$ cat config.mk
export PLATFORM = sky130hd
export DESIGN_NAME = axi_wb_bridge_top
export DESIGN_NICKNAME = d
export VERILOG_FILES = /design/src/design/axi_lite_pkg.sv /design/src/design/wb_pkg.sv /design/src/design/wb_cmd_if.sv /design/src/design/axi_wb_regs.sv /design/src/design/wb_cycle.sv /design/src/design/axi_wb_bridge_top.sv
export SDC_FILE = /design/constraint.sdc
export NUM_CORES = 1
export LEC_CHECK = 0
export BUFFER_PORTS_ARGS = -buffer_cell sky130_fd_sc_hd__clkbuf_2
export CAP_MARGIN = 20
export CORE_ASPECT_RATIO = 0.6
export CORE_MARGIN = 2
export CORE_UTILIZATION = 48
export CTS_CLUSTER_SIZE = 10
export DETAILED_ROUTE_END_ITERATION = 7
export PLACE_DENSITY = 0.85
export SLEW_MARGIN = 20
export SYNTH_ARGS = -nofsm -noshare
export SYNTH_HDL_FRONTEND = slang
export SYNTH_SLANG_ARGS = --single-unit
$ cat constraint.sdc
create_clock -name S_AXI_ACLK -period 1.99 [get_ports S_AXI_ACLK]
set_input_delay 0.0995 -clock S_AXI_ACLK [delete_from_list [all_inputs] [get_ports S_AXI_ACLK]]
set_output_delay 0.0995 -clock S_AXI_ACLK [all_outputs]
set_load 0.1 [all_outputs]
$ cat src/design/axi_lite_pkg.sv
`default_nettype none

package axi_lite_pkg;

    // ------------------------------
    // Bus widths
    // ------------------------------
    localparam int unsigned AXI_ADDR_W = 4;
    localparam int unsigned AXI_DATA_W = 32;
    localparam int unsigned AXI_STRB_W = AXI_DATA_W / 8;

    typedef logic [AXI_ADDR_W-1:0] axi_addr_t;
    typedef logic [AXI_DATA_W-1:0] axi_data_t;
    typedef logic [AXI_STRB_W-1:0] axi_strb_t;
    typedef logic [1:0]            axi_resp_t;

    // Only OKAY and SLVERR are ever returned
    localparam axi_resp_t RESP_OKAY   = 2'b00;
    localparam axi_resp_t RESP_SLVERR = 2'b10;

    // Word index sits above the byte offset
    localparam int unsigned ADDR_LSB  = 2;
    localparam int unsigned REG_IDX_W = AXI_ADDR_W - ADDR_LSB;

    typedef logic [REG_IDX_W-1:0] reg_idx_t;

    localparam reg_idx_t REG_ADDR   = 2'd0;
    localparam reg_idx_t REG_WDATA  = 2'd1;
    localparam reg_idx_t REG_CTRL   = 2'd2;
    localparam reg_idx_t REG_STATUS = 2'd3;

endpackage

`default_nettype wire

$ cat src/design/wb_pkg.sv
`default_nettype none

package wb_pkg;

    // ------------------------------
    // External bus widths
    // ------------------------------
    localparam int unsigned WB_ADR_W = 7;
    localparam int unsigned WB_DAT_W = 8;

    typedef logic [WB_ADR_W-1:0] wb_adr_t;
    typedef logic [WB_DAT_W-1:0] wb_dat_t;

    // ------------------------------
    // Cycle limits
    // ------------------------------
    // Retries allowed before a further rty_i fails the cycle
    localparam int unsigned MAX_RETRY      = 3;
    // Strobed cycles without wait or response before giving up
    localparam int unsigned TIMEOUT_CYCLES = 32;

    typedef logic [$clog2(MAX_RETRY + 1)-1:0] retry_cnt_t;
    typedef logic [$clog2(TIMEOUT_CYCLES)-1:0] tmo_cnt_t;

    // Framer states
    typedef enum logic [1:0] {
        IDLE,
        STROBE,
        BACKOFF,
        FINISH
    } wb_state_t;

endpackage

`default_nettype wire

$ cat src/design/wb_cmd_if.sv
`default_nettype none

interface wb_cmd_if;
    import wb_pkg::*;

    // Command side, driven by the register block
    logic    start;
    logic    we;
    wb_adr_t adr;
    wb_dat_t wdat;

    // Result side, driven by the cycle framer
    logic    busy;
    logic    done;
    logic    fail;
    wb_dat_t rdat;

    // Register block issues one command at a time
    modport master (
        output start, we, adr, wdat,
        input  busy, done, fail, rdat
    );

    // Framer answers with done, fail and rdat in the same cycle
    modport slave (
        input  start, we, adr, wdat,
        output busy, done, fail, rdat
    );

endinterface

`default_nettype wire

$ cat src/design/axi_wb_regs.sv
`default_nettype none

module axi_wb_regs (
    input  wire                          S_AXI_ACLK,
    input  wire                          S_AXI_ARESETN,
    // Write address and data channels
    input  wire axi_lite_pkg::axi_addr_t S_AXI_AWADDR_i,
    input  wire [2:0]                    S_AXI_AWPROT_i,
    input  wire                          S_AXI_AWVALID_i,
    output logic                         S_AXI_AWREADY_o,
    input  wire axi_lite_pkg::axi_data_t S_AXI_WDATA_i,
    input  wire axi_lite_pkg::axi_strb_t S_AXI_WSTRB_i,
    input  wire                          S_AXI_WVALID_i,
    output logic                         S_AXI_WREADY_o,
    // Write response channel
    output axi_lite_pkg::axi_resp_t      S_AXI_BRESP_o,
    output logic                         S_AXI_BVALID_o,
    input  wire                          S_AXI_BREADY_i,
    // Read channels
    input  wire axi_lite_pkg::axi_addr_t S_AXI_ARADDR_i,
    input  wire [2:0]                    S_AXI_ARPROT_i,
    input  wire                          S_AXI_ARVALID_i,
    output logic                         S_AXI_ARREADY_o,
    output axi_lite_pkg::axi_data_t      S_AXI_RDATA_o,
    output axi_lite_pkg::axi_resp_t      S_AXI_RRESP_o,
    output logic                         S_AXI_RVALID_o,
    input  wire                          S_AXI_RREADY_i,
    // Command path to the framer
    wb_cmd_if.master                     cmd
);
    import axi_lite_pkg::*;
    import wb_pkg::*;

    // Protection attributes on AWPROT and ARPROT have no effect here

    logic      wr_pend;
    logic      wr_en;
    logic      rd_en;
    reg_idx_t  wr_word;
    reg_idx_t  rd_word;
    logic      is_cmd;
    logic      launch;
    logic      reject;
    logic      cmd_pend;
    logic      cmd_rd;
    wb_adr_t   addr_q;
    wb_dat_t   rbyte_q;
    logic      fail_q;
    axi_data_t status_word;
    axi_data_t rd_mux;

    // ------------------------------
    // Write address and data
    // ------------------------------
    // Both ready flags pulse together, no new write until B completes
    always_ff @(posedge S_AXI_ACLK)
    begin
        if (!S_AXI_ARESETN)
        begin
            S_AXI_AWREADY_o <= 1'b0;
            S_AXI_WREADY_o  <= 1'b0;
            wr_pend         <= 1'b0;
        end
        else if (S_AXI_AWVALID_i && S_AXI_WVALID_i && !wr_pend)
        begin
            S_AXI_AWREADY_o <= 1'b1;
            S_AXI_WREADY_o  <= 1'b1;
            wr_pend         <= 1'b1;
        end
        else
        begin
            S_AXI_AWREADY_o <= 1'b0;
            S_AXI_WREADY_o  <= 1'b0;
            if (S_AXI_BVALID_o && S_AXI_BREADY_i)
            begin
                wr_pend <= 1'b0;
            end
        end
    end

    assign wr_en   = S_AXI_AWREADY_o && S_AXI_AWVALID_i && S_AXI_WREADY_o && S_AXI_WVALID_i;
    assign wr_word = S_AXI_AWADDR_i[ADDR_LSB +: REG_IDX_W];

    // Which writes are bus commands
    always_comb
    begin
        case (wr_word)
            REG_WDATA: is_cmd = S_AXI_WSTRB_i[0];
            REG_CTRL:  is_cmd = S_AXI_WSTRB_i[0] && S_AXI_WDATA_i[0];
            default:   is_cmd = 1'b0;
        endcase
    end

    // Framer still working, so the command bounces with SLVERR
    assign launch = wr_en && is_cmd && !cmd.busy;
    assign reject = wr_en && is_cmd && cmd.busy;

    assign cmd.start = launch;
    assign cmd.we    = (wr_word == REG_WDATA);
    assign cmd.adr   = addr_q;
    assign cmd.wdat  = S_AXI_WDATA_i[WB_DAT_W-1:0];

    // Wishbone address lives in byte 0 of word 0
    always_ff @(posedge S_AXI_ACLK)
    begin
        if (!S_AXI_ARESETN)
        begin
            addr_q <= '0;
        end
        else if (wr_en && (wr_word == REG_ADDR) && S_AXI_WSTRB_i[0])
        begin
            addr_q <= S_AXI_WDATA_i[WB_ADR_W-1:0];
        end
    end

    // ------------------------------
    // Write response and results
    // ------------------------------
    always_ff @(posedge S_AXI_ACLK)
    begin
        if (!S_AXI_ARESETN)
        begin
            S_AXI_BVALID_o <= 1'b0;
            S_AXI_BRESP_o  <= RESP_OKAY;
            cmd_pend       <= 1'b0;
            cmd_rd         <= 1'b0;
            rbyte_q        <= '0;
            fail_q         <= 1'b0;
        end
        else if (launch)
        begin
            // Hold B back until the bus cycle ends
            cmd_pend <= 1'b1;
            cmd_rd   <= (wr_word == REG_CTRL);
        end
        else if (wr_en)
        begin
            S_AXI_BVALID_o <= 1'b1;
            S_AXI_BRESP_o  <= reject ? RESP_SLVERR : RESP_OKAY;
        end
        else if (cmd_pend && cmd.done)
        begin
            cmd_pend       <= 1'b0;
            fail_q         <= cmd.fail;
            S_AXI_BVALID_o <= 1'b1;
            S_AXI_BRESP_o  <= cmd.fail ? RESP_SLVERR : RESP_OKAY;
            if (cmd_rd && !cmd.fail)
            begin
                rbyte_q <= cmd.rdat;
            end
        end
        else if (S_AXI_BVALID_o && S_AXI_BREADY_i)
        begin
            S_AXI_BVALID_o <= 1'b0;
        end
    end

    // ------------------------------
    // Read channel
    // ------------------------------
    assign rd_en       = S_AXI_ARREADY_o && S_AXI_ARVALID_i;
    assign rd_word     = S_AXI_ARADDR_i[ADDR_LSB +: REG_IDX_W];
    assign status_word = axi_data_t'({fail_q, cmd.busy, rbyte_q});

    // WDATA and CTRL read back as zero
    always_comb
    begin
        case (rd_word)
            REG_ADDR:   rd_mux = axi_data_t'(addr_q);
            REG_STATUS: rd_mux = status_word;
            default:    rd_mux = '0;
        endcase
    end

    always_ff @(posedge S_AXI_ACLK)
    begin
        if (!S_AXI_ARESETN)
        begin
            S_AXI_ARREADY_o <= 1'b0;
            S_AXI_RVALID_o  <= 1'b0;
            S_AXI_RDATA_o   <= '0;
        end
        else
        begin
            // No new address while a read is in flight
            S_AXI_ARREADY_o <= !S_AXI_ARREADY_o && S_AXI_ARVALID_i && !S_AXI_RVALID_o;
            if (rd_en)
            begin
                S_AXI_RVALID_o <= 1'b1;
                S_AXI_RDATA_o  <= rd_mux;
            end
            else if (S_AXI_RVALID_o && S_AXI_RREADY_i)
            begin
                S_AXI_RVALID_o <= 1'b0;
            end
        end
    end

    assign S_AXI_RRESP_o = RESP_OKAY;

endmodule

`default_nettype wire

$ cat src/design/wb_cycle.sv
`default_nettype none

module wb_cycle (
    input  wire                   S_AXI_ACLK,
    input  wire                   S_AXI_ARESETN,
    wb_cmd_if.slave               cmd,
    // Wishbone B4 master side
    output logic                  cyc_o,
    output logic                  stb_o,
    output logic                  we_o,
    output wb_pkg::wb_adr_t       adr_o,
    output wb_pkg::wb_dat_t       dat_o,
    input  wire                   ack_i,
    input  wire                   wat_i,
    input  wire                   rty_i,
    input  wire                   err_i,
    input  wire wb_pkg::wb_dat_t  dat_i
);
    import wb_pkg::*;

    wb_state_t  state;
    retry_cnt_t retries;
    tmo_cnt_t   idle_cnt;
    logic       fail_q;
    logic       we_q;
    wb_adr_t    adr_q;
    wb_dat_t    dat_q;
    wb_dat_t    rdat_q;

    // ------------------------------
    // Cycle FSM
    // ------------------------------
    always_ff @(posedge S_AXI_ACLK)
    begin
        if (!S_AXI_ARESETN)
        begin
            state    <= IDLE;
            retries  <= '0;
            idle_cnt <= '0;
            fail_q   <= 1'b0;
            we_q     <= 1'b0;
            adr_q    <= '0;
            dat_q    <= '0;
        end
        else
        begin
            case (state)
                IDLE:
                    if (cmd.start)
                    begin
                        // Latch the command for the bus outputs
                        we_q     <= cmd.we;
                        adr_q    <= cmd.adr;
                        dat_q    <= cmd.wdat;
                        retries  <= '0;
                        idle_cnt <= '0;
                        fail_q   <= 1'b0;
                        state    <= STROBE;
                    end
                STROBE:
                    if (ack_i)
                    begin
                        state <= FINISH;
                    end
                    else if (err_i)
                    begin
                        fail_q <= 1'b1;
                        state  <= FINISH;
                    end
                    else if (rty_i)
                    begin
                        // Retry budget spent
                        if (retries == retry_cnt_t'(MAX_RETRY))
                        begin
                            fail_q <= 1'b1;
                            state  <= FINISH;
                        end
                        else
                        begin
                            retries  <= retries + 1'b1;
                            idle_cnt <= '0;
                            state    <= BACKOFF;
                        end
                    end
                    else if (!wat_i)
                    begin
                        // Target is not stalling yet says nothing
                        if (idle_cnt == tmo_cnt_t'(TIMEOUT_CYCLES - 1))
                        begin
                            fail_q <= 1'b1;
                            state  <= FINISH;
                        end
                        else
                        begin
                            idle_cnt <= idle_cnt + 1'b1;
                        end
                    end
                // One idle cycle before the strobe goes out again
                BACKOFF: state <= STROBE;
                FINISH:  state <= IDLE;
                default: state <= IDLE;
            endcase
        end
    end

    // Read byte is only meaningful after an ack
    always_ff @(posedge S_AXI_ACLK)
    begin
        if (!S_AXI_ARESETN)
        begin
            rdat_q <= '0;
        end
        else if ((state == STROBE) && ack_i)
        begin
            rdat_q <= dat_i;
        end
    end

    // ------------------------------
    // Outputs
    // ------------------------------
    assign cyc_o = (state == STROBE);
    assign stb_o = (state == STROBE);
    assign we_o  = we_q;
    assign adr_o = adr_q;
    assign dat_o = dat_q;

    // Busy stays high through FINISH and overlaps done by one cycle
    assign cmd.busy = (state != IDLE);
    assign cmd.done = (state == FINISH);
    assign cmd.fail = fail_q;
    assign cmd.rdat = rdat_q;

endmodule

`default_nettype wire

$ cat src/design/axi_wb_bridge_top.sv
`default_nettype none

module axi_wb_bridge_top (
    input  wire                          S_AXI_ACLK,
    input  wire                          S_AXI_ARESETN,
    // AXI4-Lite slave
    input  wire axi_lite_pkg::axi_addr_t S_AXI_AWADDR_i,
    input  wire [2:0]                    S_AXI_AWPROT_i,
    input  wire                          S_AXI_AWVALID_i,
    output wire                          S_AXI_AWREADY_o,
    input  wire axi_lite_pkg::axi_data_t S_AXI_WDATA_i,
    input  wire axi_lite_pkg::axi_strb_t S_AXI_WSTRB_i,
    input  wire                          S_AXI_WVALID_i,
    output wire                          S_AXI_WREADY_o,
    output wire axi_lite_pkg::axi_resp_t S_AXI_BRESP_o,
    output wire                          S_AXI_BVALID_o,
    input  wire                          S_AXI_BREADY_i,
    input  wire axi_lite_pkg::axi_addr_t S_AXI_ARADDR_i,
    input  wire [2:0]                    S_AXI_ARPROT_i,
    input  wire                          S_AXI_ARVALID_i,
    output wire                          S_AXI_ARREADY_o,
    output wire axi_lite_pkg::axi_data_t S_AXI_RDATA_o,
    output wire axi_lite_pkg::axi_resp_t S_AXI_RRESP_o,
    output wire                          S_AXI_RVALID_o,
    input  wire                          S_AXI_RREADY_i,
    // Wishbone B4 master, 8-bit data
    output wire                          cyc_o,
    output wire                          stb_o,
    output wire                          we_o,
    output wire wb_pkg::wb_adr_t         adr_o,
    output wire wb_pkg::wb_dat_t         dat_o,
    input  wire                          ack_i,
    input  wire                          wat_i,
    input  wire                          rty_i,
    input  wire                          err_i,
    input  wire wb_pkg::wb_dat_t         dat_i
);

    // Command and result link between the two blocks
    wb_cmd_if cmd_bus ();

    // ------------------------------
    // Register block
    // ------------------------------
    axi_wb_regs u_regs (
        .S_AXI_ACLK      (S_AXI_ACLK),
        .S_AXI_ARESETN   (S_AXI_ARESETN),
        .S_AXI_AWADDR_i  (S_AXI_AWADDR_i),
        .S_AXI_AWPROT_i  (S_AXI_AWPROT_i),
        .S_AXI_AWVALID_i (S_AXI_AWVALID_i),
        .S_AXI_AWREADY_o (S_AXI_AWREADY_o),
        .S_AXI_WDATA_i   (S_AXI_WDATA_i),
        .S_AXI_WSTRB_i   (S_AXI_WSTRB_i),
        .S_AXI_WVALID_i  (S_AXI_WVALID_i),
        .S_AXI_WREADY_o  (S_AXI_WREADY_o),
        .S_AXI_BRESP_o   (S_AXI_BRESP_o),
        .S_AXI_BVALID_o  (S_AXI_BVALID_o),
        .S_AXI_BREADY_i  (S_AXI_BREADY_i),
        .S_AXI_ARADDR_i  (S_AXI_ARADDR_i),
        .S_AXI_ARPROT_i  (S_AXI_ARPROT_i),
        .S_AXI_ARVALID_i (S_AXI_ARVALID_i),
        .S_AXI_ARREADY_o (S_AXI_ARREADY_o),
        .S_AXI_RDATA_o   (S_AXI_RDATA_o),
        .S_AXI_RRESP_o   (S_AXI_RRESP_o),
        .S_AXI_RVALID_o  (S_AXI_RVALID_o),
        .S_AXI_RREADY_i  (S_AXI_RREADY_i),
        .cmd             (cmd_bus)
    );

    // ------------------------------
    // Cycle framer
    // ------------------------------
    wb_cycle u_cycle (
        .S_AXI_ACLK    (S_AXI_ACLK),
        .S_AXI_ARESETN (S_AXI_ARESETN),
        .cmd           (cmd_bus),
        .cyc_o         (cyc_o),
        .stb_o         (stb_o),
        .we_o          (we_o),
        .adr_o         (adr_o),
        .dat_o         (dat_o),
        .ack_i         (ack_i),
        .wat_i         (wat_i),
        .rty_i         (rty_i),
        .err_i         (err_i),
        .dat_i         (dat_i)
    );

endmodule

`default_nettype wire

* Word level (Yosys, flattened, before mapping)
Cells that the tools add are included.
** Cells by class
- Reduce and logical (&&, ||, !) cells :: 44
- Add/sub/neg operators :: 2
- Eq/ne operators :: 22
- Mux-type cells :: 46
- Bitwise operators :: 2
** Operator list (number)
- $mux W5 :: 7
- $mux W2 :: 15
- $pmux W10 S2 :: 1
- $logic_and A1 B1 Y1 :: 19
- $mux W1 :: 18
- $reduce_and A6 Y1 :: 2
- $reduce_bool A2 Y1 :: 6
- $eq A2 B2 Y1 const B :: 5
- $ne A2 B2 Y1 const B :: 5
- $pmux W5 S2 :: 1
- $ne A4 B2 Y1 const B :: 2
- $pmux W2 S4 :: 1
- $reduce_and A2 Y1 :: 4
- $reduce_and A7 Y1 :: 1
- $logic_not A2 Y1 :: 3
- $ne A3 B3 Y1 const B :: 2
- $reduce_and A3 Y1 :: 2
- $add A5 B1 Y5 const B :: 1
- $eq A5 B5 Y1 const B :: 1
- $logic_not A1 Y1 :: 5
- $ne A5 B1 Y1 const B :: 1
- $ne A5 B3 Y1 const B :: 1
- $eq A2 B1 Y1 const B :: 2
- $ne A4 B1 Y1 const B :: 1
- other kinds (8) :: 10
** Word-level totals
- Word-level logic and storage cells :: 136
- Input bits :: 69
- Output and inout port bits :: 59
- Flip-flop bits (word level) :: 91

* Depth between registers and ports, before layout
Gate-level depths: netlist of run 1.
- Depth in word-level cells :: 7
- Mapped depth :: 7
- Depth with buffers taken out :: 7

* Cells and area by module
A second synthesis of run 1 with hierarchy kept.
** Second synthesis, totals
- Cell total of the unflattened synthesis :: 352
- Area, all modules :: 3203.1 um2
** Modules (own cells, without submodules)
- axi_wb_regs :: cells each 184, sequential area each 680.7 um2, instances 1, area an instance 1732.9 um2
- wb_cycle :: cells each 168, sequential area each 680.7 um2, instances 1, area an instance 1470.2 um2

* Worst setup path after synthesis of run 1
Ideal clock, no wire load.
- Path kind :: register to register
- From :: reg u_regs.S_AXI_AWREADY_o
- To :: reg u_cycle.idle_cnt[1]
- Path buffers :: 0
- Setup time :: 0.072 ns
- Data required time :: 1.918 ns
- Stages on the path, launching flop included :: 5
- Setup slack :: -0.199 ns
- Clock period less this slack :: 2.189 ns
- Arrival time :: 2.117 ns
- Cell sequence :: dfxtp_1 > nand3_2 > or4_4 > a21oi_4 > mux2i_1
** On the way
- Cells in the longest elaborated chain, start to end :: 7
** RTL lines
- from (decl) :: line axi_wb_regs.sv:10 : output logic S_AXI_AWREADY_o,
- from (signal assigned) :: line axi_wb_regs.sv:60 : S_AXI_AWREADY_o <= 1'b0;
- from (signal assigned) :: line axi_wb_regs.sv:66 : S_AXI_AWREADY_o <= 1'b1;
- from (signal assigned) :: line axi_wb_regs.sv:72 : S_AXI_AWREADY_o <= 1'b0;
- $logic_and A1 B1 Y1 :: line axi_wb_regs.sv:81 : assign wr_en = S_AXI_AWREADY_o && S_AXI_AWVALID_i && S_AXI_WREADY_o && S_AXI_WVALID_i;
- $logic_and A1 B1 Y1 (*) (2 in series) :: line axi_wb_regs.sv:81
- $logic_and A1 B1 Y1 (*) (2 in series) :: line axi_wb_regs.sv:95 : assign launch = wr_en && is_cmd && !cmd.busy;
- $ne A2 B2 Y1 (no line) (*)
- $reduce_and A7 Y1 (no line) (*)
- to (signal assigned) :: line wb_cycle.sv:95 : idle_cnt <= idle_cnt + 1'b1;
- to (decl) :: line wb_cycle.sv:23 : tmo_cnt_t idle_cnt;
Every way passes the cells marked *; elsewhere a longest branch is shown, timed or not.
A chain may end at the register's enable or synchronous reset.

* Worst setup path after layout of run 1
- From :: reg u_cycle.state[1]
- To :: out stb_o
** On the way
- Cells in the longest elaborated chain, start to end :: 1
** RTL lines
- from (decl) :: line wb_cycle.sv:21 : wb_state_t state;
- from (signal assigned) :: line wb_cycle.sv:37 : state <= IDLE;
- from (signal assigned) :: line wb_cycle.sv:58 : state <= STROBE;
- from (signal assigned) :: line wb_cycle.sv:63 : state <= FINISH;
- $eq A2 B1 Y1 :: line wb_cycle.sv:123 : assign stb_o = (state == STROBE);
- to (decl) :: line axi_wb_bridge_top.sv:28 : output wire stb_o,
No other way between the ends.

==> metrics list, run 1 <==
* Placed Cells incl. Taps: 482
- Mean area per synthesized cell: 8.66 µm²
* Largest net degree at the start of global routing: 62
* Die width: 106 µm
* Kind of launch point of the worst setup path: flip-flop
- Post-layout minimum cycle time: 1910 ps
- Pwr Density: 839 nW/µm²
* Combinational group share of total power: 12.6%
- Worst reg2reg path startpoint: u_cycle.idle_cnt[0]
- Number of top-level pins: 128
- The min-delay analysis places its worst path in the category input pin to flip-flop.
- The HPWL after detailed placement is 4.79 mm.
- Ranked by total cell area, the synthesized netlist is headed by dfxtp_1, nand2_1, a21oi_1.
* Clock Sinks: 68
- Across all setup checks in the final design, the least slack found is 82.9 ps.
- Dividing the final minimum period by the clock period gives 95.8%.
- Synthesized instance count: 348
- Fill cells in the final layout number 544.
* Fraction of the yosys area taken by sequential cells: 45.2%
- Footprint of the multi-input gates: 1440 µm²
* Diodes inserted: 0
- After synthesis the netlist holds a flip-flop and latch count of 68.
- Fraction of final layout cells sized beyond drive strength 1: 22.7%
- The synthesized design contains 0 enable-type register cells.
- The floorplan has 22 rows.
- CP max-delay cell: buf_2
* Cell Int Power: 2.26 mW
* Static Leakage: 1.49 nW
- Post-detailed-route DRC marker count: 0
- Data required time of the worst path: 1890 ps
- Detailed routing inserted a total of 2,575 vias.
- Number of warnings printed during yosys synthesis: 0
- # nets final: 500
- Counting both buffers and inverters, the worst setup path holds a total of 2.
* Worst hold-check slack: 23.4 ps
- Setup repair after global routing could not meet its margin everywhere.
- The area growth from synthesis to layout is 22.4%.
- For this configuration, the core starts out at a cell density of 49.5%.
- Counting distinct cell types in the post-synthesis netlist gives 49.
- The tree is rooted in a clkbuf_8.
- The worst setup path is of the flip-flop to output port kind.
* Routed vias/inst: 5.03
- The initial antenna violation count is 0.
* Register-to-register path setup slack: 120 ps
* Dominant register cell in the synthesized netlist: dfxtp_1
* Total congestion overflow after global routing: 0
- The congestion estimate from routability-driven global placement came to 0.745.
* Outcome: complete, no violations
- Share of total power in the clock network: 43.1%
* Wire length of the first global-routing pass: 10.7 mm
* Clock tree skew after final layout: 3.51 ps
- Broken down by cell family, the worst path's largest delay share belongs to buffers and inverters.
- The first detailed-routing pass ran for 5 iterations.
- The signal on the critical path passes through nand2b_1, inv_2, buf_2.
- Clock-pin slew of the registers on the worst-case setup and hold paths: 70 ps
* Critical path data arrival time: 1810 ps
* Worst voltage drop across the vdd grid: 0.000333 V
- Die area: 6950 µm²
- Vertical die dimension: 65.4 µm
- At the placement stage, the worst setup path has a slack of 94.4 ps.
* CTS tree: yes
- The final hold violation count was 0.
- Post-CTS timing repair inserted 0 buffers for setup.
- The sequential cells in the finished layout cover a total of 1360 µm².
- Total of max-cap violations: 0
* Total Routed Length: 6.74 mm
* Num CTS Buffers: 9
* Clock latency reported for the late side of the worst-skew pair: 340 ps
- Setup-failing EPs final: 0
- The number of max-slew violations in the final report came to 0.
- Kind of capture point of the worst setup path: output port
* Clock tree buffer depth: 2
- Max stage delay on crit path: 460 ps
- In this run the power spent charging and discharging nets is 0.833 mW.
- Of all nets on the critical path, the largest fanout is 11.
* Area share of the largest cell type after synthesis: 45.2%
- Vias in the first global route: 2,246
- Transition at the pin with the smallest max-transition slack: 648 ps
- Summed over all instances, the cell type with the most area after synthesis is dfxtp_1.
- The placed instances occupy a cell area of 3300 µm².
- The H-tree generated during clock tree synthesis spans 3 levels.
- The worst hold path begins at dat_i[1].
- The count of nets left with antenna violations once routing finished came out at 0.
* Launching instance or port of the critical path: u_cycle.state[1]
- Headroom to the max-slew limit came out at 56.2%.
- Summing every instance area after synthesis gives 3010 µm².
- After the flow finishes, the layout carries non-filler instances totaling 512.
- Dividing the detail-routed wire length by the instance count gives 13.2 µm.
- Final cell area excluding filler cells: 3690 µm²
- Overall power consumption after layout is estimated at 3.09 mW.
- Based on the critical path, the design can be clocked at up to 524 MHz.
- Of the total power, the share spent switching nets is 26.9%.
- Ys async rst share: 0%
- After the first detailed-routing iteration, the DRC count stood at 204.
- Input and output buffers added on the ports amount to 65.
- Core Region: 6080 µm²
- Of the total power, registers draw 44.4%.
- Global routing used 19.9% of the available tracks.
-- through the flow --
| stage | setup TNS [ps] | utilization [%] |
|---|---|---|
| floorplan | 0 | - |
| global placement | 0 | 54.3 |
| detailed placement | 0 | 54.3 |
| CTS | 0 | 60.5 |
| global route | -78.2 | 60.6 |
| finish | 0 | 60.6 |
-- cells by family after synthesis --
logic type / after synthesis / synth area share [%]
compound gates: 72 / 14.6
other cells: 1 / 0.124
mux: 19 / 6.31
buf+inv: 51 / 10.3
flops: 68 / 45.2
fa+ha+maj: 8 / 3.32
simple gates: 129 / 20.2
-- worst reg2reg max path, delay by kind of cell (launching register included) --
family	cells	cell delay, ps
AO/OA/AOI/OAI	3	450
AND/OR/NAND/NOR	2	560
adder cells (fa/ha/maj)	2	450
flip-flops	1	340
-- final timing paths --
check / cells past startpoint / endpoint
max: 3 / stb_o
min: 3 / u_cycle.cmd.rdat[1]
max reg2reg: 7 / u_cycle.idle_cnt[3]
min reg2reg: 1 / u_regs.S_AXI_AWREADY_o
-- metal layers --
metal | routed length (µm) | GRT usage [%] | vias to the layer above | share of wire (%)
met4 | 40 | 4.93 | 0 | 0.59
li1 | - | - | 1298 | -
met1 | 3270 | 27.1 | 1198 | 48
met2 | 2990 | 30.4 | 74 | 44
met5 | 0 | 0 | - | 0
met3 | 445 | 6.75 | 5 | 6.6
-- cell usage in the layout (no fill, tap or decap), drive strengths merged, types with 3 or more instances in the layout --
cell type,instances
buf,7
conb,25
nand4,3
mux2i,19
nor3,6
dfxtp,68
nand2,62
bufinv,3
and3,4
clkbuf,72
a31oi,3
a21oi,42
clkinv,3
dlygate4sd3,14
nor4b,3
nand3,13
inv,6
nand2b,3
ha,8
a22oi,7
nor2,25
o21ai,6
-- final cells by class --
cell class              instances  share of cell area (%)
flip-flops and latches         68                    37.0
clock inverters                 7                    3.12
well taps                      84                    2.85
inverters                       7                   0.713
clock buffers                   9                    3.36
multi-input cells             253                    39.0
repair buffers                 84                    14.0
-- timing repair --
item / CTS / global route
endpoints found under the hold margin: 14 / 0
setup endpoints to repair: 0 / 6
resized for setup: 0 / 3
hold buffers: 14 / 0
-- sequential cells by signal, indices dropped and copies added (netlist names), 5 cells and up --
signal / count
u_cycle.idle_cnt: 5
u_regs.rbyte_q: 8
u_regs.cmd.adr: 7
u_cycle.cmd.rdat: 8
u_regs.S_AXI_RDATA_o: 10
u_cycle.adr_o: 7
u_cycle.dat_o: 8
-- power by group through the flow --
stage | combinational, mW | clock (mW) | sequential, mW
floorplan | 0.314 | 0 | 1.43
global placement | 0.360 | 0 | 1.40
detailed placement | 0.364 | 0 | 1.40
CTS | 0.386 | 1.36 | 1.37
global route | 0.407 | 1.44 | 1.37
finish | 0.389 | 1.33 | 1.37
-- cells in the mapped netlist (2+ instances only) --
cell,number
o22a_1,2
ha_1,8
a21oi_1,41
clkbuf_1,9
nand4_1,2
nor2_1,25
a41oi_1,2
mux2i_1,19
o21ai_0,6
nand3_1,12
nor3_1,6
buf_4,27
a31oi_1,3
and3_1,4
nand2b_1,3
a21o_1,2
nand2_1,62
a22oi_1,7
nor4b_1,2
buf_2,6
inv_1,5
dfxtp_1,68
Power figures use the tool's default switching activity.
==> run 2: changes to the inputs <==
REMOVE_ABC_BUFFERS = 1   (was default)
==> run 2 against run 1 <==
Against the previous run: clock-buffer cell count grew 5; sequential power hardly changed; cell count fell by 1.4%; die area did not move; global-route usage grew 0.43 points; via count down 0.74%; critical path type is now flip-flop to flip-flop; core utilization decreased by 2.3 points; register-to-register slack barely moved.
==> metrics list, run 2 (synthesized netlist as in run 1, its figures left out) <==
* Outcome: complete, no violations (unchanged)
- The root cell of the clock tree was clkbuf_8 (unchanged).
* Most common cell after layout, fill and taps aside: dfxtp_1 (unchanged)
* Number of top-level pins: 128 (unchanged)
- The sequential cell fraction of total power was 50.9% (was 44.4%).
- The placed wire-length estimate after detailed placement came to 4.82 mm (was 4.79 mm).
- FMAX: 534 MHz (was 524 MHz)
- # fillers: 545 (was 544)
- Register area: 1360 µm² (about the same)
- Footprint of the multi-input gates: 1440 µm² (unchanged)
* Num CTS Buffers: 9 (unchanged)
- The endpoint type of the worst setup path was a flip-flop (was output port).
* Global-route usage over all layers: 20.3% (was 19.9%)
- The launch point of the worst path was u_cycle.idle_cnt[0] (was u_cycle.state[1]).
- Port Buf Inserts: 65 (unchanged)
- GP Congestion: 0.829 (was 0.745)
* Vias in the first global route: 2,358 (was 2,246)
- CTS tree: yes (unchanged)
- Number of flip-flops under the largest register name: 10 (unchanged)
- The internal power contribution is 1.91 mW (was 2.26 mW).
- Post-layout minimum cycle time: 1870 ps (was 1910 ps)
- The first-pass iteration count of the detailed router came to 4 (was 5).
- Clock Sinks: 68 (unchanged)
- Placed cell areas: 3300 µm² (about the same)
- Final cell area excluding filler cells: 3540 µm² (was 3690 µm²)
- Die width: 106 µm (unchanged)
- The final sum of negative setup slack was 0 ps (unchanged).
- Vertical die dimension: 65.4 µm (unchanged)
- Clock tree buffer depth: 2 (unchanged)
* Kind of launch point of the worst setup path: flip-flop (unchanged)
- Total congestion overflow after global routing: 0 (unchanged)
- The total power of the final layout was 2.70 mW (was 3.09 mW).
- Clock tree skew after final layout: 6.81 ps (was 3.51 ps)
* Iteration-0 DRC count of the detailed router: 157 (was 204)
- RSZ-0062 raised after global routing: no (was yes).
- Worst-case headroom to the max-slew limit: 54.9% (was 56.2%)
* Total Routed Length: 6.71 mm (was 6.74 mm)
- The proportion of total power due to net switching is 29.2% (was 26.9%).
- The layout-stage area growth over the synthesis result came to 17.6% (was 22.4%).
* Fraction of final layout cells sized beyond drive strength 1: 21.9% (was 22.7%)
- The per-cell via count in the routed design is 5.06 (was 5.03).
* Critical path data arrival time: 2130 ps (was 1810 ps)
- The leakage power came to 1.43 nW (was 1.49 nW).
* Number of nets still failing antenna checks after routing: 0 (unchanged)
- Number of rows created at floorplan: 22 (unchanged)
* Total of max-cap violations: 0 (unchanged)
- Leading cell types in the layout, fill and taps excluded: dfxtp_1, clkbuf_2, nand2_1 (unchanged)
* Diodes inserted: 0 (unchanged)
- The full die area was 6950 µm² (unchanged).
- Switching power: 0.789 mW (was 0.833 mW)
- The pin slew with the least headroom to its limit came to 668 ps (was 648 ps).
* Critical setup path kind: flip-flop to flip-flop (was flip-flop to output port)
- The CTS clock-pin slew for the worst setup and hold paths was 70 ps (about the same).
- The number of max-slew violations in the final report came to 0 (unchanged).
- Combinational group share of total power: 14.0% (was 12.6%)
* Largest net degree at the start of global routing: 62 (unchanged)
* Setup-failing EPs final: 0 (unchanged)
- The core outline area was 6080 µm² (unchanged).
- The net total in the final layout came to 493 (was 500).
* Data required time of the worst path: 2250 ps (was 1890 ps)
* Crit-path max FO: 5 (was 11)
- Count of buffers added by post-CTS timing repair for setup: 0 (unchanged)
- Share of total power in the clock network: 35.1% (was 43.1%)
- The initial antenna violation count is 0 (unchanged).
- Clock latency reported for the late side of the worst-skew pair: 340 ps (about the same)
- The first-pass GRT wire length was 10.9 mm (was 10.7 mm).
- Maximum level of the CTS H-tree: 3 (unchanged)
- The detailed-route via count was 2,556 (was 2,575).
- Post-route fraction of the period consumed by the critical path: 94.1% (was 95.8%)
- Class of the most critical hold timing path: input pin to flip-flop (unchanged)
- Starting Density: 49.5% (unchanged)
- The power per unit of standard cell area was 762 nW/µm² (was 839 nW/µm²).
- Final hold violation count: 0 (unchanged)
* Top reg by flops: u_regs.S_AXI_RDATA_o (unchanged)
- Startpoint of the lowest-slack hold path: S_AXI_WDATA_i[1] (was dat_i[1])
- The startpoint of the lowest-slack register-to-register path is u_cycle.idle_cnt[0] (unchanged).
- The number of DRC violations after detailed routing is 0 (unchanged).
- Worst hold-check slack: 7.05 ps (was 23.4 ps)
- Average wire per cell in the routed design: 13.3 µm (was 13.2 µm)
* Worst voltage drop across the vdd grid: 0.000382 V (was 0.000333 V)
-- run 2: worst paths after layout --
check	slack, ps	to	cells past startpoint
worst max register to register	120	u_cycle.idle_cnt[4]	7
worst min-delay path	7	u_cycle.dat_o[1]	3
worst max-delay path	120	u_cycle.idle_cnt[4]	7
worst min register to register	440	u_regs.S_AXI_AWREADY_o	1
-- run 2: stage by stage --
| step | utilization (%) | setup slack, ps | cells |
|---|---|---|---|
| 2_1_floorplan | - | -1030 | 328 |
| 3_3_place_gp | 54.3 | 143 | 482 |
| 3_5_place_dp | 54.3 | 105 | 482 |
| 4_1_cts | 58.1 | 8.42 | 505 |
| 5_1_grt | 58.3 | 4.03 | 505 |
| 6_report | 58.3 | 117 | 505 |
-- run 2: what timing repair did --
action | 4_1_cts | 5_1_grt
hold buffers | 7 | 0
endpoints found under the setup margin | 0 | 6
gates resized for setup | 0 | 5
endpoints found under the hold margin | 7 | 0
-- run 2: worst max-delay path, stage by stage (launching register included) --
cell and delay [ps]:
dfxtp_1 330, ha_1 240, and3_1 190, ha_1 220, nor3_1 210, o211ai_1 140, a21oi_4 260, mux2i_1 220
-- run 2: power by group through the flow --
stage | Combinational (mW) | Sequential [mW] | Clock [mW]
finish | 0.378 | 1.37 | 0.948
global route | 0.395 | 1.37 | 1.05
CTS | 0.376 | 1.37 | 0.980
detailed placement | 0.364 | 1.40 | 0
global placement | 0.361 | 1.40 | 0
floorplan | 0.256 | 1.44 | 0
-- run 2: routing by layer --
metal | share of wire [%] | wire [µm] | vias up | global-route usage (%)
li1 | - | - | 1284 | -
met1 | 47 | 3140 | 1174 | 26.4
met2 | 46 | 3080 | 94 | 32.8
met3 | 6.6 | 441 | 4 | 6.15
met4 | 0.63 | 42 | 0 | 6.25
met5 | 0 | 0 | - | 0
-- run 2: layout make-up --
type                       instances  share of cell area (%)
sequential                        68                    38.4
inverter                           7                   0.741
tap                               84                    2.97
multi-input combinational        253                    40.6
clock buffer                      14                    4.31
timing repair buffer              77                    12.7
clock inverter                     2                   0.282
==> run 3: changes to the inputs <==
CORE_UTILIZATION = 49   (was 48)
CTS_BUF_LIST = sky130_fd_sc_hd__clkbuf_2   (was default)
HOLD_SLACK_MARGIN = 0.05   (was default)
PLACE_DENSITY = 0.87   (was 0.85)
==> run 3 against run 2 <==
Against the previous run: fmax is 1.3% higher; clock-buffer cell count fell by 3; design area increased by 6.4%; cell count is 6.3% higher; clock skew increased by 5.0 ps; sequential cell count unchanged; power shrank 11%.
==> metrics list, run 3 (synthesized netlist as in run 1, its figures left out) <==
* Number of top-level pins: 128 (unchanged)
* Total congestion overflow after global routing: 0 (unchanged)
* Routed vias/inst: 5.19 (was 5.06)
- The average routed wire per standard cell is 14.0 µm (was 13.3 µm).
* Highest routing layer actually used: met4 (unchanged)
- The first-pass iteration count of the detailed router was 5 (was 4).
- Outcome: complete, no violations (unchanged).
* Vias in the first global route: 2,561 (was 2,358)
* Port Buf Inserts: 65 (unchanged)
- The number of DRC violations after detailed routing is 0 (unchanged).
* Critical path data arrival time: 2260 ps (was 2130 ps)
* Clock tree skew after final layout: 11.8 ps (was 6.81 ps)
- Transition at the pin with the smallest max-transition slack: 641 ps (was 668 ps)
- Number of antenna violations at the first check in global routing: 0 (unchanged)
* Pwr Density: 635 nW/µm² (was 762 nW/µm²)
* Num CTS Buffers: 9 (unchanged)
- The post-route met1 wirelength was 3.27 mm (was 3.14 mm).
- The class of the tightest hold or removal check was input pin to flip-flop (unchanged).
- Cell at the root of the clock tree: clkbuf_2 (was clkbuf_8)
- Leading cell types in the layout, fill and taps excluded: clkbuf_2, dfxtp_1, nand2_1 (was dfxtp_1, clkbuf_2, nand2_1).
- Share of total power in the clock network: 25.2% (was 35.1%)
- Worst Slack Setup Final: 140 ps (was 117 ps)
- Iteration-0 DRC count of the detailed router: 185 (was 157)
- The starting utilization of the core area was 50.0% (was 49.5%).
* Maximum level of the CTS H-tree: 3 (unchanged)
- The core outline area was 6030 µm² (was 6080 µm²).
- The proportion of total power due to net switching is 32.6% (was 29.2%).
- The startpoint-to-endpoint class of the critical path was flip-flop to flip-flop (unchanged).
- Crit-path max FO: 5 (unchanged)
- The maximum clock frequency was 541 MHz (was 534 MHz).
- The number of flip-flops in the largest register is 10 (unchanged).
- Worst setup slack after placement: 109 ps (was 105 ps)
* Final max-slew violation count: 0 (unchanged)
- The layout-stage area growth over the synthesis result is 25.1% (was 17.6%).
* Clock latency reported for the late side of the worst-skew pair: 480 ps (was 340 ps)
- The internal power contribution came to 1.61 mW (was 1.91 mW).
* Largest net degree at the start of global routing: 62 (unchanged)
- The final routed wirelength across all metal layers was 7.51 mm (was 6.71 mm).
- The power dissipated by switching net loads came to 0.781 mW (was 0.789 mW).
- Vertical die dimension: 64.7 µm (was 65.4 µm)
- The die boundary width was 105 µm (was 106 µm).
* Total of max-cap violations: 0 (unchanged)
- The sink count of the clock tree came to 68 (unchanged).
- Via Count: 2,787 (was 2,556)
- The final sum of negative setup slack is 0 ps (unchanged).
- The depth of the most critical reg-to-reg path is 7 (unchanged).
- Metal3 WL: 539 µm (was 441 µm)
- The leakage power is 1.52 nW (was 1.43 nW).
* Post-route fraction of the period consumed by the critical path: 93.0% (was 94.1%)
* Combinational group share of total power: 17.4% (was 14.0%)
* Clock-pin slew of the registers on the worst-case setup and hold paths: 170 ps (was 70 ps)
- The worst-case vdd ir drop is 0.000252 V (was 0.000382 V).
* CTS tree: yes (unchanged)
* # nets final: 526 (was 493)
- The most flop-heavy register was u_regs.S_AXI_RDATA_o (unchanged).
- The count of cells along the worst hold path was 4 (was 3).
- The full die area came to 6810 µm² (was 6950 µm²).
- Global-route usage over all layers: 22.7% (was 20.3%)
* Most common cell after layout, fill and taps aside: clkbuf_2 (was dfxtp_1)
* Fraction of final layout cells sized beyond drive strength 1: 21.4% (was 21.9%)
- The number of endpoints failing setup at the final stage is 0 (unchanged).
- The endpoint type of the worst setup path is a flip-flop (unchanged).
* Diodes inserted: 0 (unchanged)
- Worst-case headroom to the max-slew limit: 56.7% (was 54.9%)
- Data required time of the worst path: 2410 ps (was 2250 ps)
- Final hold violation count: 0 (unchanged)
- Share of the core filled with cells in the final layout: 62.5% (was 58.3%)
* Number of nets still failing antenna checks after routing: 0 (unchanged)
- The number of core rows is 22 (unchanged).
* Post-layout minimum cycle time: 1850 ps (was 1870 ps)
- Met2 wire len: 3.50 mm (was 3.08 mm)
- The weighted congestion at the end of routability-driven global placement is 0.853 (was 0.829).
- Wire length of the first global-routing pass: 12.0 mm (was 10.9 mm)
- The deepest clock path buffer count came to 2 (unchanged).
- Share of power burned in registers: 57.5% (was 50.9%)
* HPWL reported at the end of detailed placement: 4.89 mm (was 4.82 mm)
* Kind of launch point of the worst setup path: flip-flop (unchanged)
-- run 3: cell count changes in the layout (fill, tap and decap cells not counted) --
cell	before	now
buf_12	1	0
buf_4	4	7
clkbuf_1	4	0
clkbuf_2	63	74
clkbuf_8	10	0
clkinv_1	1	3
dfxtp_1	68	66
dfxtp_2	0	2
dlygate4sd3_1	7	38
-- run 3: metal layers --
layer | up-vias | track usage, %
met4 | 0 | 8.67
met5 | - | 0
met2 | 122 | 37.3
met3 | 24 | 7.95
li1 | 1359 | -
met1 | 1282 | 27.6
-- run 3: metrics by stage --
stage / hold WS, ps / total power, mW / instances / instance area [µm²]
4_1_cts: 51.5 / 2.40 / 537 / 3760
3_5_place_dp: 333 / 1.77 / 484 / 3300
2_1_floorplan: 217 / 1.69 / 328 / 2820
3_3_place_gp: 327 / 1.76 / 484 / 3300
6_report: 120 / 2.39 / 537 / 3770
5_1_grt: 56.1 / 2.51 / 537 / 3770
-- run 3: layout make-up --
class	count	area, µm²
fillers	518	2260
multi-input cells	253	1440
flip-flops and latches	68	1360
repair buffers	110	763
well taps	84	105
clock buffers	11	55.1
inverters	7	26.3
clock inverters	4	17.5
-- run 3: worst max-delay path: stages (launching register included) --
cell	delay [ps]
dfxtp_2	370
ha_1	220
and3_1	190
ha_1	210
nor3_1	190
o211ai_1	150
a21oi_4	260
mux2i_1	210
-- run 3: what timing repair did --
item,4_1_cts,5_1_grt
hold buffers,38,0
gates resized for setup,2,3
endpoints found under the setup margin,2,7
pin swaps,0,1
endpoints found under the hold margin,41,0
buffers inserted,0,0
-- run 3: path summary, 6_finish.rpt --
| kind | from | endpoint | slack (ps) |
|---|---|---|---|
| max reg2reg | u_cycle.idle_cnt[0] | u_cycle.idle_cnt[0] | 140 |
| max | u_cycle.idle_cnt[0] | u_cycle.idle_cnt[0] | 140 |
| min reg2reg | u_cycle.adr_o[0] | u_cycle.adr_o[0] | 470 |
| min | S_AXI_ARADDR_i[3] | u_regs.S_AXI_RDATA_o[7] | 120 |
-- run 3: power groups by stage --
stage | logic [mW] | registers, mW | clock network [mW]
2_1_floorplan | 0.256 | 1.44 | 0
3_3_place_gp | 0.359 | 1.40 | 0
3_5_place_dp | 0.362 | 1.40 | 0
4_1_cts | 0.408 | 1.37 | 0.621
5_1_grt | 0.433 | 1.38 | 0.702
6_report | 0.416 | 1.38 | 0.602
